<file path="src/rtl/mipsPkg.sv">
package mipsPkg;

	localparam int dataWidth    = 32;
	localparam int regAddrWidth = 5;
	localparam int regCount     = 1 << regAddrWidth;

	// ----------------------------------------
	// opcodes and function codes
	// ----------------------------------------
	localparam logic [5:0] opSpecial = 6'h00; // R-type, op picked by funct
	localparam logic [5:0] opAddiu   = 6'h09;
	localparam logic [5:0] opAndi    = 6'h0c;
	localparam logic [5:0] opOri     = 6'h0d;
	localparam logic [5:0] opLui     = 6'h0f;
	localparam logic [5:0] opLw      = 6'h23;
	localparam logic [5:0] opSb      = 6'h28;
	localparam logic [5:0] opSh      = 6'h29;
	localparam logic [5:0] opSw      = 6'h2b;

	localparam logic [5:0] fnSll  = 6'h00;
	localparam logic [5:0] fnSrl  = 6'h02;
	localparam logic [5:0] fnAddu = 6'h21;
	localparam logic [5:0] fnSubu = 6'h23;
	localparam logic [5:0] fnAnd  = 6'h24;
	localparam logic [5:0] fnOr   = 6'h25;
	localparam logic [5:0] fnXor  = 6'h26;
	localparam logic [5:0] fnSlt  = 6'h2a;

	// bytes written per store, a full word wraps to 0
	localparam logic [1:0] sizeByte = 2'd1;
	localparam logic [1:0] sizeHalf = 2'd2;
	localparam logic [1:0] sizeWord = 2'd0;

	typedef enum logic [3:0] {
		aluAdd,
		aluSub,
		aluAnd,
		aluOr,
		aluXor,
		aluSlt,
		aluSll,
		aluSrl,
		aluLui // passes the upper-extended immediate
	} aluOp;

	// ----------------------------------------
	// instruction word views
	// ----------------------------------------
	typedef struct packed {
		logic [5:0]              opcode;
		logic [regAddrWidth-1:0] rs;
		logic [regAddrWidth-1:0] rt;
		logic [regAddrWidth-1:0] rd;
		logic [4:0]              shamt;
		logic [5:0]              funct;
	} rFields;

	typedef struct packed {
		logic [5:0]              opcode;
		logic [regAddrWidth-1:0] rs;
		logic [regAddrWidth-1:0] rt;
		logic [15:0]             imm;
	} iFields;

	typedef union packed {
		rFields rType;
		iFields iType;
	} instrWord;

	// ----------------------------------------
	// stage packets
	// ----------------------------------------
	typedef struct packed {
		logic                 valid;
		logic [dataWidth-1:0] pc;
		instrWord             instr;
	} fetchPkt;

	typedef struct packed {
		logic                    valid;
		logic [regAddrWidth-1:0] rs;
		logic [regAddrWidth-1:0] rt;
		logic [regAddrWidth-1:0] dest;
		logic                    regWrite;
		aluOp                    aluCtrl;
		logic                    useImm;
		logic [dataWidth-1:0]    immediate; // already extended
		logic [4:0]              shamt;
		logic                    memRead;
		logic                    memWrite;
		logic [1:0]              writeSize;
	} ctrlPkt;

	typedef struct packed {
		logic                    valid;
		logic [regAddrWidth-1:0] dest;
		logic                    regWrite;
		aluOp                    aluCtrl;
		logic                    useImm;
		logic [dataWidth-1:0]    immediate;
		logic [4:0]              shamt;
		logic                    memRead;
		logic                    memWrite;
		logic [1:0]              writeSize;
		logic [dataWidth-1:0]    operandA; // rs value
		logic [dataWidth-1:0]    operandB; // rt value
	} operandPkt;

	typedef struct packed {
		logic                    valid;
		logic [regAddrWidth-1:0] dest;
		logic                    regWrite;
		logic                    memRead;
		logic                    memWrite;
		logic [1:0]              writeSize;
		logic [dataWidth-1:0]    result; // alu value or address
		logic [dataWidth-1:0]    storeData;
	} execPkt;

	typedef struct packed {
		logic                    valid;
		logic [regAddrWidth-1:0] dest;
		logic [dataWidth-1:0]    data;
	} wbPkt;

endpackage
</file>
<file path="src/rtl/mipsCore.sv">
`timescale 1ns/10ps

module mipsCore (
	input  logic                          CLK,
	input  logic                          rstN,
	output logic [mipsPkg::dataWidth-1:0] instrAddress,
	input  mipsPkg::instrWord             instrData,
	output logic [mipsPkg::dataWidth-1:0] dataAddress,
	output logic                          memRead,
	output logic                          memWrite,
	output logic [mipsPkg::dataWidth-1:0] dataWrite,
	output logic [1:0]                    writeSize,
	input  logic [mipsPkg::dataWidth-1:0] dataRead
);

	// stage packets, each one registered in its driver
	mipsPkg::fetchPkt   fetchPkt;
	mipsPkg::ctrlPkt    ctrlPkt;
	mipsPkg::operandPkt operandPkt;
	mipsPkg::execPkt    execPkt;
	mipsPkg::wbPkt      wbPkt;
	logic               stall;   // hazard stall, holds fetch and decode

	fetchStage u_fetchStage (
		.CLK(CLK), .rstN(rstN), .stall(stall),
		.instrAddress(instrAddress), .instrData(instrData), .fetchOut(fetchPkt)
	);

	decodeStage u_decodeStage (
		.CLK(CLK), .rstN(rstN), .stall(stall),
		.fetchIn(fetchPkt), .ctrlOut(ctrlPkt)
	);

	regReadStage u_regReadStage (
		.CLK(CLK), .rstN(rstN), .ctrlIn(ctrlPkt), .wbIn(wbPkt),
		.stall(stall), .operandOut(operandPkt)
	);

	executeStage u_executeStage (
		.CLK(CLK), .rstN(rstN), .operandIn(operandPkt), .execOut(execPkt)
	);

	// ----------------------------------------
	// memory and writeback
	// ----------------------------------------
	memStage u_memStage (
		.CLK(CLK), .rstN(rstN), .execIn(execPkt),
		.dataAddress(dataAddress), .memRead(memRead), .memWrite(memWrite),
		.dataWrite(dataWrite), .writeSize(writeSize), .dataRead(dataRead),
		.wbOut(wbPkt)
	);

endmodule

</file>
<file path="src/rtl/memStage.sv">
`timescale 1ns/10ps

module memStage (
	input  logic                          CLK,
	input  logic                          rstN,
	input  mipsPkg::execPkt               execIn,
	output logic [mipsPkg::dataWidth-1:0] dataAddress,
	output logic                          memRead,
	output logic                          memWrite,
	output logic [mipsPkg::dataWidth-1:0] dataWrite,
	output logic [1:0]                    writeSize,
	input  logic [mipsPkg::dataWidth-1:0] dataRead,
	output mipsPkg::wbPkt                 wbOut
);

	logic [mipsPkg::dataWidth-1:0] wbData;
	logic                          wbValid;

	// ----------------------------------------
	// data memory strobes
	// ----------------------------------------
	// one strobe per memory instruction, the packet stays only one cycle
	assign memRead     = execIn.valid & execIn.memRead;
	assign memWrite    = execIn.valid & execIn.memWrite;
	assign dataAddress = execIn.result;
	assign dataWrite   = execIn.storeData;   // memory keeps the low bytes
	assign writeSize   = execIn.writeSize;

	// lw returns the whole word, everything else takes the alu value
	assign wbData  = execIn.memRead ? dataRead : execIn.result;
	assign wbValid = execIn.valid & execIn.regWrite & (execIn.dest != '0);

	// ----------------------------------------
	// writeback register
	// ----------------------------------------
	always_ff @(posedge CLK or negedge rstN) begin
		if (!rstN) begin
			wbOut <= '0;
		end else begin
			wbOut.valid <= wbValid;
			wbOut.dest  <= execIn.dest;
			wbOut.data  <= wbData;
		end
	end

endmodule

</file>
<file path="src/rtl/executeStage.sv">
`timescale 1ns/10ps

module executeStage (
	input  logic               CLK,
	input  logic               rstN,
	input  mipsPkg::operandPkt operandIn,
	output mipsPkg::execPkt    execOut
);

	logic [mipsPkg::dataWidth-1:0] srcA;
	logic [mipsPkg::dataWidth-1:0] srcB;
	logic [mipsPkg::dataWidth-1:0] aluValue;
	logic                          lessThan;

	assign srcA     = operandIn.operandA;
	assign srcB     = operandIn.useImm ? operandIn.immediate : operandIn.operandB;
	assign lessThan = $signed(srcA) < $signed(srcB);

	// ----------------------------------------
	// alu and shifter
	// ----------------------------------------
	always_comb begin
		case (operandIn.aluCtrl)
			mipsPkg::aluAdd: aluValue = srcA + srcB;
			mipsPkg::aluSub: aluValue = srcA - srcB;
			mipsPkg::aluAnd: aluValue = srcA & srcB;
			mipsPkg::aluOr:  aluValue = srcA | srcB;
			mipsPkg::aluXor: aluValue = srcA ^ srcB;
			mipsPkg::aluSlt: aluValue = {{(mipsPkg::dataWidth-1){1'b0}}, lessThan};
			mipsPkg::aluSll: aluValue = srcB << operandIn.shamt; // shifts act on rt
			mipsPkg::aluSrl: aluValue = srcB >> operandIn.shamt;
			mipsPkg::aluLui: aluValue = srcB;
			default:         aluValue = '0;
		endcase
	end

	// loads and stores form base plus sign-extended offset through the alu add
	always_ff @(posedge CLK or negedge rstN) begin
		if (!rstN) begin
			execOut <= '0;
		end else begin
			execOut.valid     <= operandIn.valid;
			execOut.dest      <= operandIn.dest;
			execOut.regWrite  <= operandIn.regWrite;
			execOut.memRead   <= operandIn.memRead;
			execOut.memWrite  <= operandIn.memWrite;
			execOut.writeSize <= operandIn.writeSize;
			execOut.result    <= aluValue;
			execOut.storeData <= operandIn.operandB; // rt value for stores
		end
	end

endmodule

</file>
<file path="src/rtl/regReadStage.sv">
`timescale 1ns/10ps

module regReadStage (
	input  logic               CLK,
	input  logic               rstN,
	input  mipsPkg::ctrlPkt    ctrlIn,
	input  mipsPkg::wbPkt      wbIn,
	output logic               stall,
	output mipsPkg::operandPkt operandOut
);

	logic [mipsPkg::dataWidth-1:0] regFile [mipsPkg::regCount];
	logic [mipsPkg::regCount-1:0]  pending;      // one bit per register in flight
	logic [mipsPkg::dataWidth-1:0] rsVal;
	logic [mipsPkg::dataWidth-1:0] rtVal;
	logic                          srcBusy;
	logic                          destBusy;
	logic                          issue;
	logic                          claim;

	// ----------------------------------------
	// register file
	// ----------------------------------------
	always_ff @(posedge CLK) begin
		if (wbIn.valid) begin
			regFile[wbIn.dest] <= wbIn.data; // dest is never 0 here
		end
	end

	assign rsVal = (ctrlIn.rs == '0) ? '0 : regFile[ctrlIn.rs];
	assign rtVal = (ctrlIn.rt == '0) ? '0 : regFile[ctrlIn.rt];

	// ----------------------------------------
	// scoreboard and hazard stall
	// ----------------------------------------
	assign srcBusy  = pending[ctrlIn.rs] | pending[ctrlIn.rt];
	assign destBusy = ctrlIn.regWrite & pending[ctrlIn.dest];
	assign stall    = ctrlIn.valid & (srcBusy | destBusy);
	assign issue    = ctrlIn.valid & ~stall;

	// register 0 is never claimed, so it never stalls
	assign claim = issue & ctrlIn.regWrite & (ctrlIn.dest != '0);

	always_ff @(posedge CLK or negedge rstN) begin
		if (!rstN) begin
			pending <= '0;
		end else begin
			if (wbIn.valid) begin
				pending[wbIn.dest] <= 1'b0;
			end
			if (claim) begin
				pending[ctrlIn.dest] <= 1'b1; // set wins over a same-cycle clear
			end
		end
	end

	// ----------------------------------------
	// operand register toward execute
	// ----------------------------------------
	always_ff @(posedge CLK or negedge rstN) begin
		if (!rstN) begin
			operandOut <= '0;
		end else begin
			operandOut.valid     <= issue;  // bubble while stalled
			operandOut.dest      <= ctrlIn.dest;
			operandOut.regWrite  <= ctrlIn.regWrite;
			operandOut.aluCtrl   <= ctrlIn.aluCtrl;
			operandOut.useImm    <= ctrlIn.useImm;
			operandOut.immediate <= ctrlIn.immediate;
			operandOut.shamt     <= ctrlIn.shamt;
			operandOut.memRead   <= ctrlIn.memRead;
			operandOut.memWrite  <= ctrlIn.memWrite;
			operandOut.writeSize <= ctrlIn.writeSize;
			operandOut.operandA  <= rsVal;
			operandOut.operandB  <= rtVal;
		end
	end

endmodule

</file>
<file path="src/rtl/decodeStage.sv">
`timescale 1ns/10ps

module decodeStage (
	input  logic             CLK,
	input  logic             rstN,
	input  logic             stall,
	input  mipsPkg::fetchPkt fetchIn,
	output mipsPkg::ctrlPkt  ctrlOut
);

	mipsPkg::instrWord             instr;
	mipsPkg::ctrlPkt               dec;
	logic [15:0]                   imm;
	logic [mipsPkg::dataWidth-1:0] immSign;
	logic [mipsPkg::dataWidth-1:0] immZero;
	logic [mipsPkg::dataWidth-1:0] immUpper;

	assign instr    = fetchIn.instr;
	assign imm      = instr.iType.imm;
	assign immSign  = {{16{imm[15]}}, imm};
	assign immZero  = {16'h0000, imm};
	assign immUpper = {imm, 16'h0000};  // lui

	// ----------------------------------------
	// decoder
	// ----------------------------------------
	always_comb begin
		dec           = '0;
		dec.valid     = fetchIn.valid;
		dec.aluCtrl   = mipsPkg::aluAdd;
		dec.writeSize = mipsPkg::sizeWord;
		dec.rs        = instr.iType.rs;
		dec.rt        = instr.iType.rt;
		dec.dest      = instr.iType.rt; // I-type writes rt
		case (instr.iType.opcode)
			mipsPkg::opSpecial: begin
				dec.dest     = instr.rType.rd;
				dec.shamt    = instr.rType.shamt;
				dec.regWrite = 1'b1;
				case (instr.rType.funct)
					mipsPkg::fnAddu: dec.aluCtrl = mipsPkg::aluAdd;
					mipsPkg::fnSubu: dec.aluCtrl = mipsPkg::aluSub;
					mipsPkg::fnAnd:  dec.aluCtrl = mipsPkg::aluAnd;
					mipsPkg::fnOr:   dec.aluCtrl = mipsPkg::aluOr;
					mipsPkg::fnXor:  dec.aluCtrl = mipsPkg::aluXor;
					mipsPkg::fnSlt:  dec.aluCtrl = mipsPkg::aluSlt;
					mipsPkg::fnSll:  dec.aluCtrl = mipsPkg::aluSll;
					mipsPkg::fnSrl:  dec.aluCtrl = mipsPkg::aluSrl;
					default:         dec.regWrite = 1'b0; // retires as a no-op
				endcase
			end
			mipsPkg::opAddiu: begin
				dec.regWrite  = 1'b1;
				dec.useImm    = 1'b1;
				dec.immediate = immSign;
			end
			mipsPkg::opAndi: begin
				dec.regWrite  = 1'b1;
				dec.useImm    = 1'b1;
				dec.aluCtrl   = mipsPkg::aluAnd;
				dec.immediate = immZero;
			end
			mipsPkg::opOri: begin
				dec.regWrite  = 1'b1;
				dec.useImm    = 1'b1;
				dec.aluCtrl   = mipsPkg::aluOr;
				dec.immediate = immZero;
			end
			mipsPkg::opLui: begin
				dec.regWrite  = 1'b1;
				dec.useImm    = 1'b1;
				dec.aluCtrl   = mipsPkg::aluLui;
				dec.immediate = immUpper;
			end
			mipsPkg::opLw: begin
				dec.regWrite  = 1'b1;
				dec.memRead   = 1'b1;
				dec.useImm    = 1'b1;
				dec.immediate = immSign;
			end
			mipsPkg::opSw, mipsPkg::opSh, mipsPkg::opSb: begin
				dec.memWrite  = 1'b1;
				dec.useImm    = 1'b1;
				dec.immediate = immSign;
				if (instr.iType.opcode == mipsPkg::opSh) begin
					dec.writeSize = mipsPkg::sizeHalf;
				end else if (instr.iType.opcode == mipsPkg::opSb) begin
					dec.writeSize = mipsPkg::sizeByte;
				end
			end
			default: ; // nothing written for an unknown opcode
		endcase
	end

	always_ff @(posedge CLK or negedge rstN) begin
		if (!rstN) begin
			ctrlOut <= '0;
		end else if (!stall) begin
			ctrlOut <= dec;
		end
	end

endmodule

</file>
<file path="src/rtl/fetchStage.sv">
`timescale 1ns/10ps

module fetchStage (
	input  logic                          CLK,
	input  logic                          rstN,
	input  logic                          stall,
	output logic [mipsPkg::dataWidth-1:0] instrAddress,
	input  mipsPkg::instrWord             instrData,
	output mipsPkg::fetchPkt              fetchOut
);

	logic [mipsPkg::dataWidth-1:0] pc;
	logic [mipsPkg::dataWidth-1:0] pcNext;

	// instruction memory answers in the same cycle
	assign instrAddress = pc;
	assign pcNext       = pc + 32'd4;

	// ----------------------------------------
	// pc and fetch register
	// ----------------------------------------
	always_ff @(posedge CLK or negedge rstN) begin
		if (!rstN) begin
			pc       <= '0;
			fetchOut <= '0;
		end else if (!stall) begin
			pc             <= pcNext;
			fetchOut.valid <= 1'b1;
			fetchOut.pc    <= pc;
			fetchOut.instr <= instrData; // word sampled with its own pc
		end
		// stalled, pc and fetched word both hold
	end

endmodule

</file>
<file path="config.mk">
export PLATFORM = sky130hd
export DESIGN_NAME = mipsCore
export DESIGN_NICKNAME = d
export VERILOG_FILES = /design/src/rtl/mipsPkg.sv /design/src/rtl/mipsCore.sv /design/src/rtl/memStage.sv /design/src/rtl/executeStage.sv /design/src/rtl/regReadStage.sv /design/src/rtl/decodeStage.sv /design/src/rtl/fetchStage.sv
export SDC_FILE = /design/constraint.sdc
export NUM_CORES = 2
export LEC_CHECK = 0
export ABC_AREA = 0
export BUFFER_PORTS_ARGS = -buffer_cell sky130_fd_sc_hd__buf_2
export CAP_MARGIN = 20
export CORE_ASPECT_RATIO = 0.75
export CORE_MARGIN = 5
export CORE_UTILIZATION = 55
export CTS_BUF_LIST = sky130_fd_sc_hd__clkbuf_16
export DETAILED_ROUTE_END_ITERATION = 10
export GPL_TIMING_DRIVEN = 0
export PLACE_DENSITY = 0.71
export SYNTH_ARGS = -nofsm -noshare
export SYNTH_HDL_FRONTEND = slang
export SYNTH_SLANG_ARGS = --single-unit
</file>
<file path="constraint.sdc">
create_clock -name CLK -period 6 [get_ports CLK]
set_clock_uncertainty 0.05 [all_clocks]
set_input_delay 0.3 -clock CLK [delete_from_list [all_inputs] [get_ports CLK]]
set_output_delay 0.3 -clock CLK [all_outputs]
set_load 0.02 [all_outputs]
</file>
==> flow_summary.yaml <==
status:
  status: "finished, final reports clean"
clock_tree:
  clock_latency_ns: 0.79
  clkTransAtPathRegs_ns: 0.06
  clockBufferDepth: 3
  cts_tree: "built"
  cts-root-buf: "clkbuf_16"
  cts_made_buffers: 139
  cts_sinks: 1412
  htree_num_levels: 4
power:
  power_mw: 49.9
  p_leak_nw: 28.9
  peakVddDrop_v: 0.000350
  power_density_mw_per_mm2: 615
setup_path:
  slowest_delay_ns: 0.55
  r2r-start: "u_regReadStage.operandOut[105]"
  crit_chain: "buf_2, buf_2, buf_2, mux2_2, inv_1, ha_1, clkbuf_1, nor2_1, a221oi_1, nand2_1, a311o_1, a41o_1, a21oi_1, o21ai_0, buf_2, and3_1, a221o_1"
  crit_path_max_fanout: 10
  critPathLaunchType: "register"
  reg2reg_slack_ns: 0.01
  cp_slowest_cell: "a21oi_1"
  r2r_cells: 17
  r2r-end: "u_executeStage.execOut[60]"
  path_common_cell: "buf_2"
  endpoint_kind: "register"
  worstPathRequired_ns: 6.62
  criticalPathCategory: "reg -> reg"
  worst_setup_path_startpoint: "u_regReadStage.operandOut[105]"
  critical_path_arrival_ns: 6.61
yosys:
  syn_avg_cell_area_um2: 16.2
  synth_edf_count: 1024
  synthArstFlopShare_pct: 27.5
  synth_seq_area_share_pct: 57.5
  ys_types: 87
  synth_seq_cells: 1412
  ys.flop_type: "edfxtp_1"
  synthCells: 4355
  ys_warn_count: 0
  syn-cell-area_mm2: 0.0704
route:
  wirelength_mm: 268
  drtAntennaViolNets: 0
  wl_per_cell_um: 40.3
  drt_pass1_iterations: 8
  viasPerCell: 7.40
  drc_errors: 0
  vias: 49200
  drtIter0Drc: 9001
sta:
  post-route-period-util_pct: 99.8
  hold_violations: 0
  relSlewSlack_pct: 9.43
  holdWs_ns: 0.0505
  rsz0062_at_grt: "false"
  layout_min_cycle_time_ns: 5.99
  fin_ws_ns: 0.00966
  finalSetupViolCount: 0
  max_freq_ghz: 0.167
  drv_slew: 0
  worst_pin_slew_ns: 1.34
grt:
  grt_antenna_before_repair: 24
  grt_max_degree: 128
  grt_first_pass_wirelength_mm: 369
  grt.total_usage_pct: 39.3
  grt-ovfl-total: 0
  grt_pass1_vias: 47000
floorplan:
  die_w_um: 423
  pin_count: 166
  dieArea_mm2: 0.135
  design.core.area_mm2: 0.127
  rows: 113
  start_util_pct: 55.5
  die_h_um: 320
placed_design:
  place_congestion: 1.07
  io_buffers: 163
  post-place-ws_ns: -0.481
  place_area_mm2: 0.0754
  dp_hpwl_mm: 196
run:
  cap_violations: 0
cells_and_area:
  postLayoutCellArea_mm2: 0.0811
  n_fill_cell: 8952
  drive_above_1_share_pct: 29.2
  nets: 5025
  area_growth_syn_to_layout_pct: 15.1
  finalCoreUtilization_pct: 63.9
min_path:
  min_path_type: "in -> async"
==> placed cells by master (no fill, tap or decap), types with 20 or more instances in the layout <==
cell type,synthesis,routed
dlygate4sd3_1,0,65
mux2_1,23,23
xor2_1,25,25
buf_4,71,81
buf_8,0,71
o221ai_1,26,25
nor2_1,241,209
nand3_1,39,39
buf_2,18,180
buf_12,0,33
clkbuf_16,0,147
nand2_1,232,232
ha_1,99,99
o21ai_0,193,189
dfrtp_1,388,388
nor2_4,0,32
clkinv_1,2,33
o21bai_1,20,20
edfxtp_1,1024,1024
mux2i_1,163,157
nor3_1,31,30
a21oi_1,141,141
a221oi_1,20,20
mux2_2,71,71
clkbuf_1,216,216
buf_1,79,79
a21o_1,20,20
clkinv_2,0,21
mux4_2,715,715
o22ai_1,30,29
inv_1,102,132
==> per-stage QoR <==
step	TNS, ns	instances
2_1_floorplan	0	4356
3_3_place_gp	-1208.50	6186
3_5_place_dp	-2.37	6292
4_1_cts	-0.239	6610
5_1_grt	0	6639
6_report	0	6651
==> sequential cells by signal (all words and copies together) (netlist names) <==
register and count:
u_regReadStage.regFile 1024, u_regReadStage.operandOut 117, u_executeStage.execOut 75, u_decodeStage.ctrlOut 63, u_memStage.wbOut 38, u_fetchStage.fetchOut 33
u_regReadStage.pending 32, u_fetchStage.instrAddress 30
==> synthesized netlist by cell type, drive strengths merged (13+ instances only) <==
cell type  number  area, um^2
nand3          39         195
nand2b         19         119
nor2b          17         106
a21oi         141         706
nor2          241         905
nand4          16         100
nor4           17         150
o22ai          30         188
o21ai         201        1010
a222oi         19         190
a31oi          15        93.8
nand2         232         871
inv           103         387
a22oi          15         113
o211ai         14         105
nor3           31         155
mux2i         163        1630
a21o           20         150
buf           174         987
edfxtp       1024       30700
xor2           25         219
mux4          715       16100
and2           20         125
mux2           94        1060
clkbuf        216         811
o31ai          18         135
dfrtp         388        9710
ha             99        1240
or3            13        81.3
a221oi         20         175
o221ai         26         228
xnor2          18         158
o21bai         20         150
a211oi         13        97.6
==> final cells by class <==
type	count	area [um^2]	share of cell area [%]
diodes	15	37.5	0.0463
well taps	1667	2090	2.57
flip-flops and latches	1412	40500	49.9
repair buffers	361	3730	4.60
plain buffers	390	1800	2.22
clock inverters	105	748	0.923
multi-input cells	2449	28100	34.7
inverters	105	394	0.486
clock buffers	147	3680	4.54
==> worst max-delay path, delay by kind of cell, from the launching register on <==
| kind | cells | cell delay [ns] |
|---|---|---|
| AOI/OAI and AO/OA | 6 | 2.25 |
| adders and majority gates | 1 | 0.29 |
| muxes | 1 | 0.45 |
| and+or+nand+nor | 3 | 0.63 |
| buffers and inverters | 6 | 1.86 |
| DFF | 1 | 0.32 |
==> repair_timing <==
item | 4_1_cts | 5_1_grt
buffers inserted | 0 | 0
resized for setup | 9 | 18
endpoints found under the hold margin | 341 | 0
endpoints found under the setup margin | 9 | 10
pin swaps | 0 | 0
hold buffers | 66 | 0
==> per-layer routing <==
metal  track usage, %  up-vias  wire length, um
li1                 -    18600                -
met1             57.3    25400           101000
met2             53.0     4522           110000
met3             16.4      671            44000
met4             15.5       12            12800
met5                0        -              198
==> power by group <==
part / switching, mW / internal [mW]
Clock: 3.86 / 4.82
Combinational: 15.9 / 10.0
Sequential: 2.45 / 12.8
==> worst max path at each step <==
stage	to	slack (ns)	cells after the start
after floorplan	u_executeStage.execOut[60]	1.79	16
after global placement	u_executeStage.execOut[10]	-3.22	1
after detailed placement	u_executeStage.execOut[63]	-0.48	16
after CTS	u_executeStage.execOut[63]	-0.1	16
after global routing	u_executeStage.execOut[63]	0.004	16
final	u_executeStage.execOut[60]	0.01	17
==> kinds of logic (layout without fill, tap and decap cells) <==
family                   after synthesis  after routing  synth area share (%)
multiplexers                         972            972                  26.7
XOR/XNOR                              43             43                 0.535
flip-flops                          1412           1412                  57.5
adder cells (fa/ha/maj)              101            101                  1.82
other                                  1             17               0.00533
buffers and inverters                495           1108                  3.11
AO/OA/AOI/OAI                        630            630                  5.76
AND/OR/NAND/NOR                      701            701                  4.62
Power figures use the tool's default switching activity.
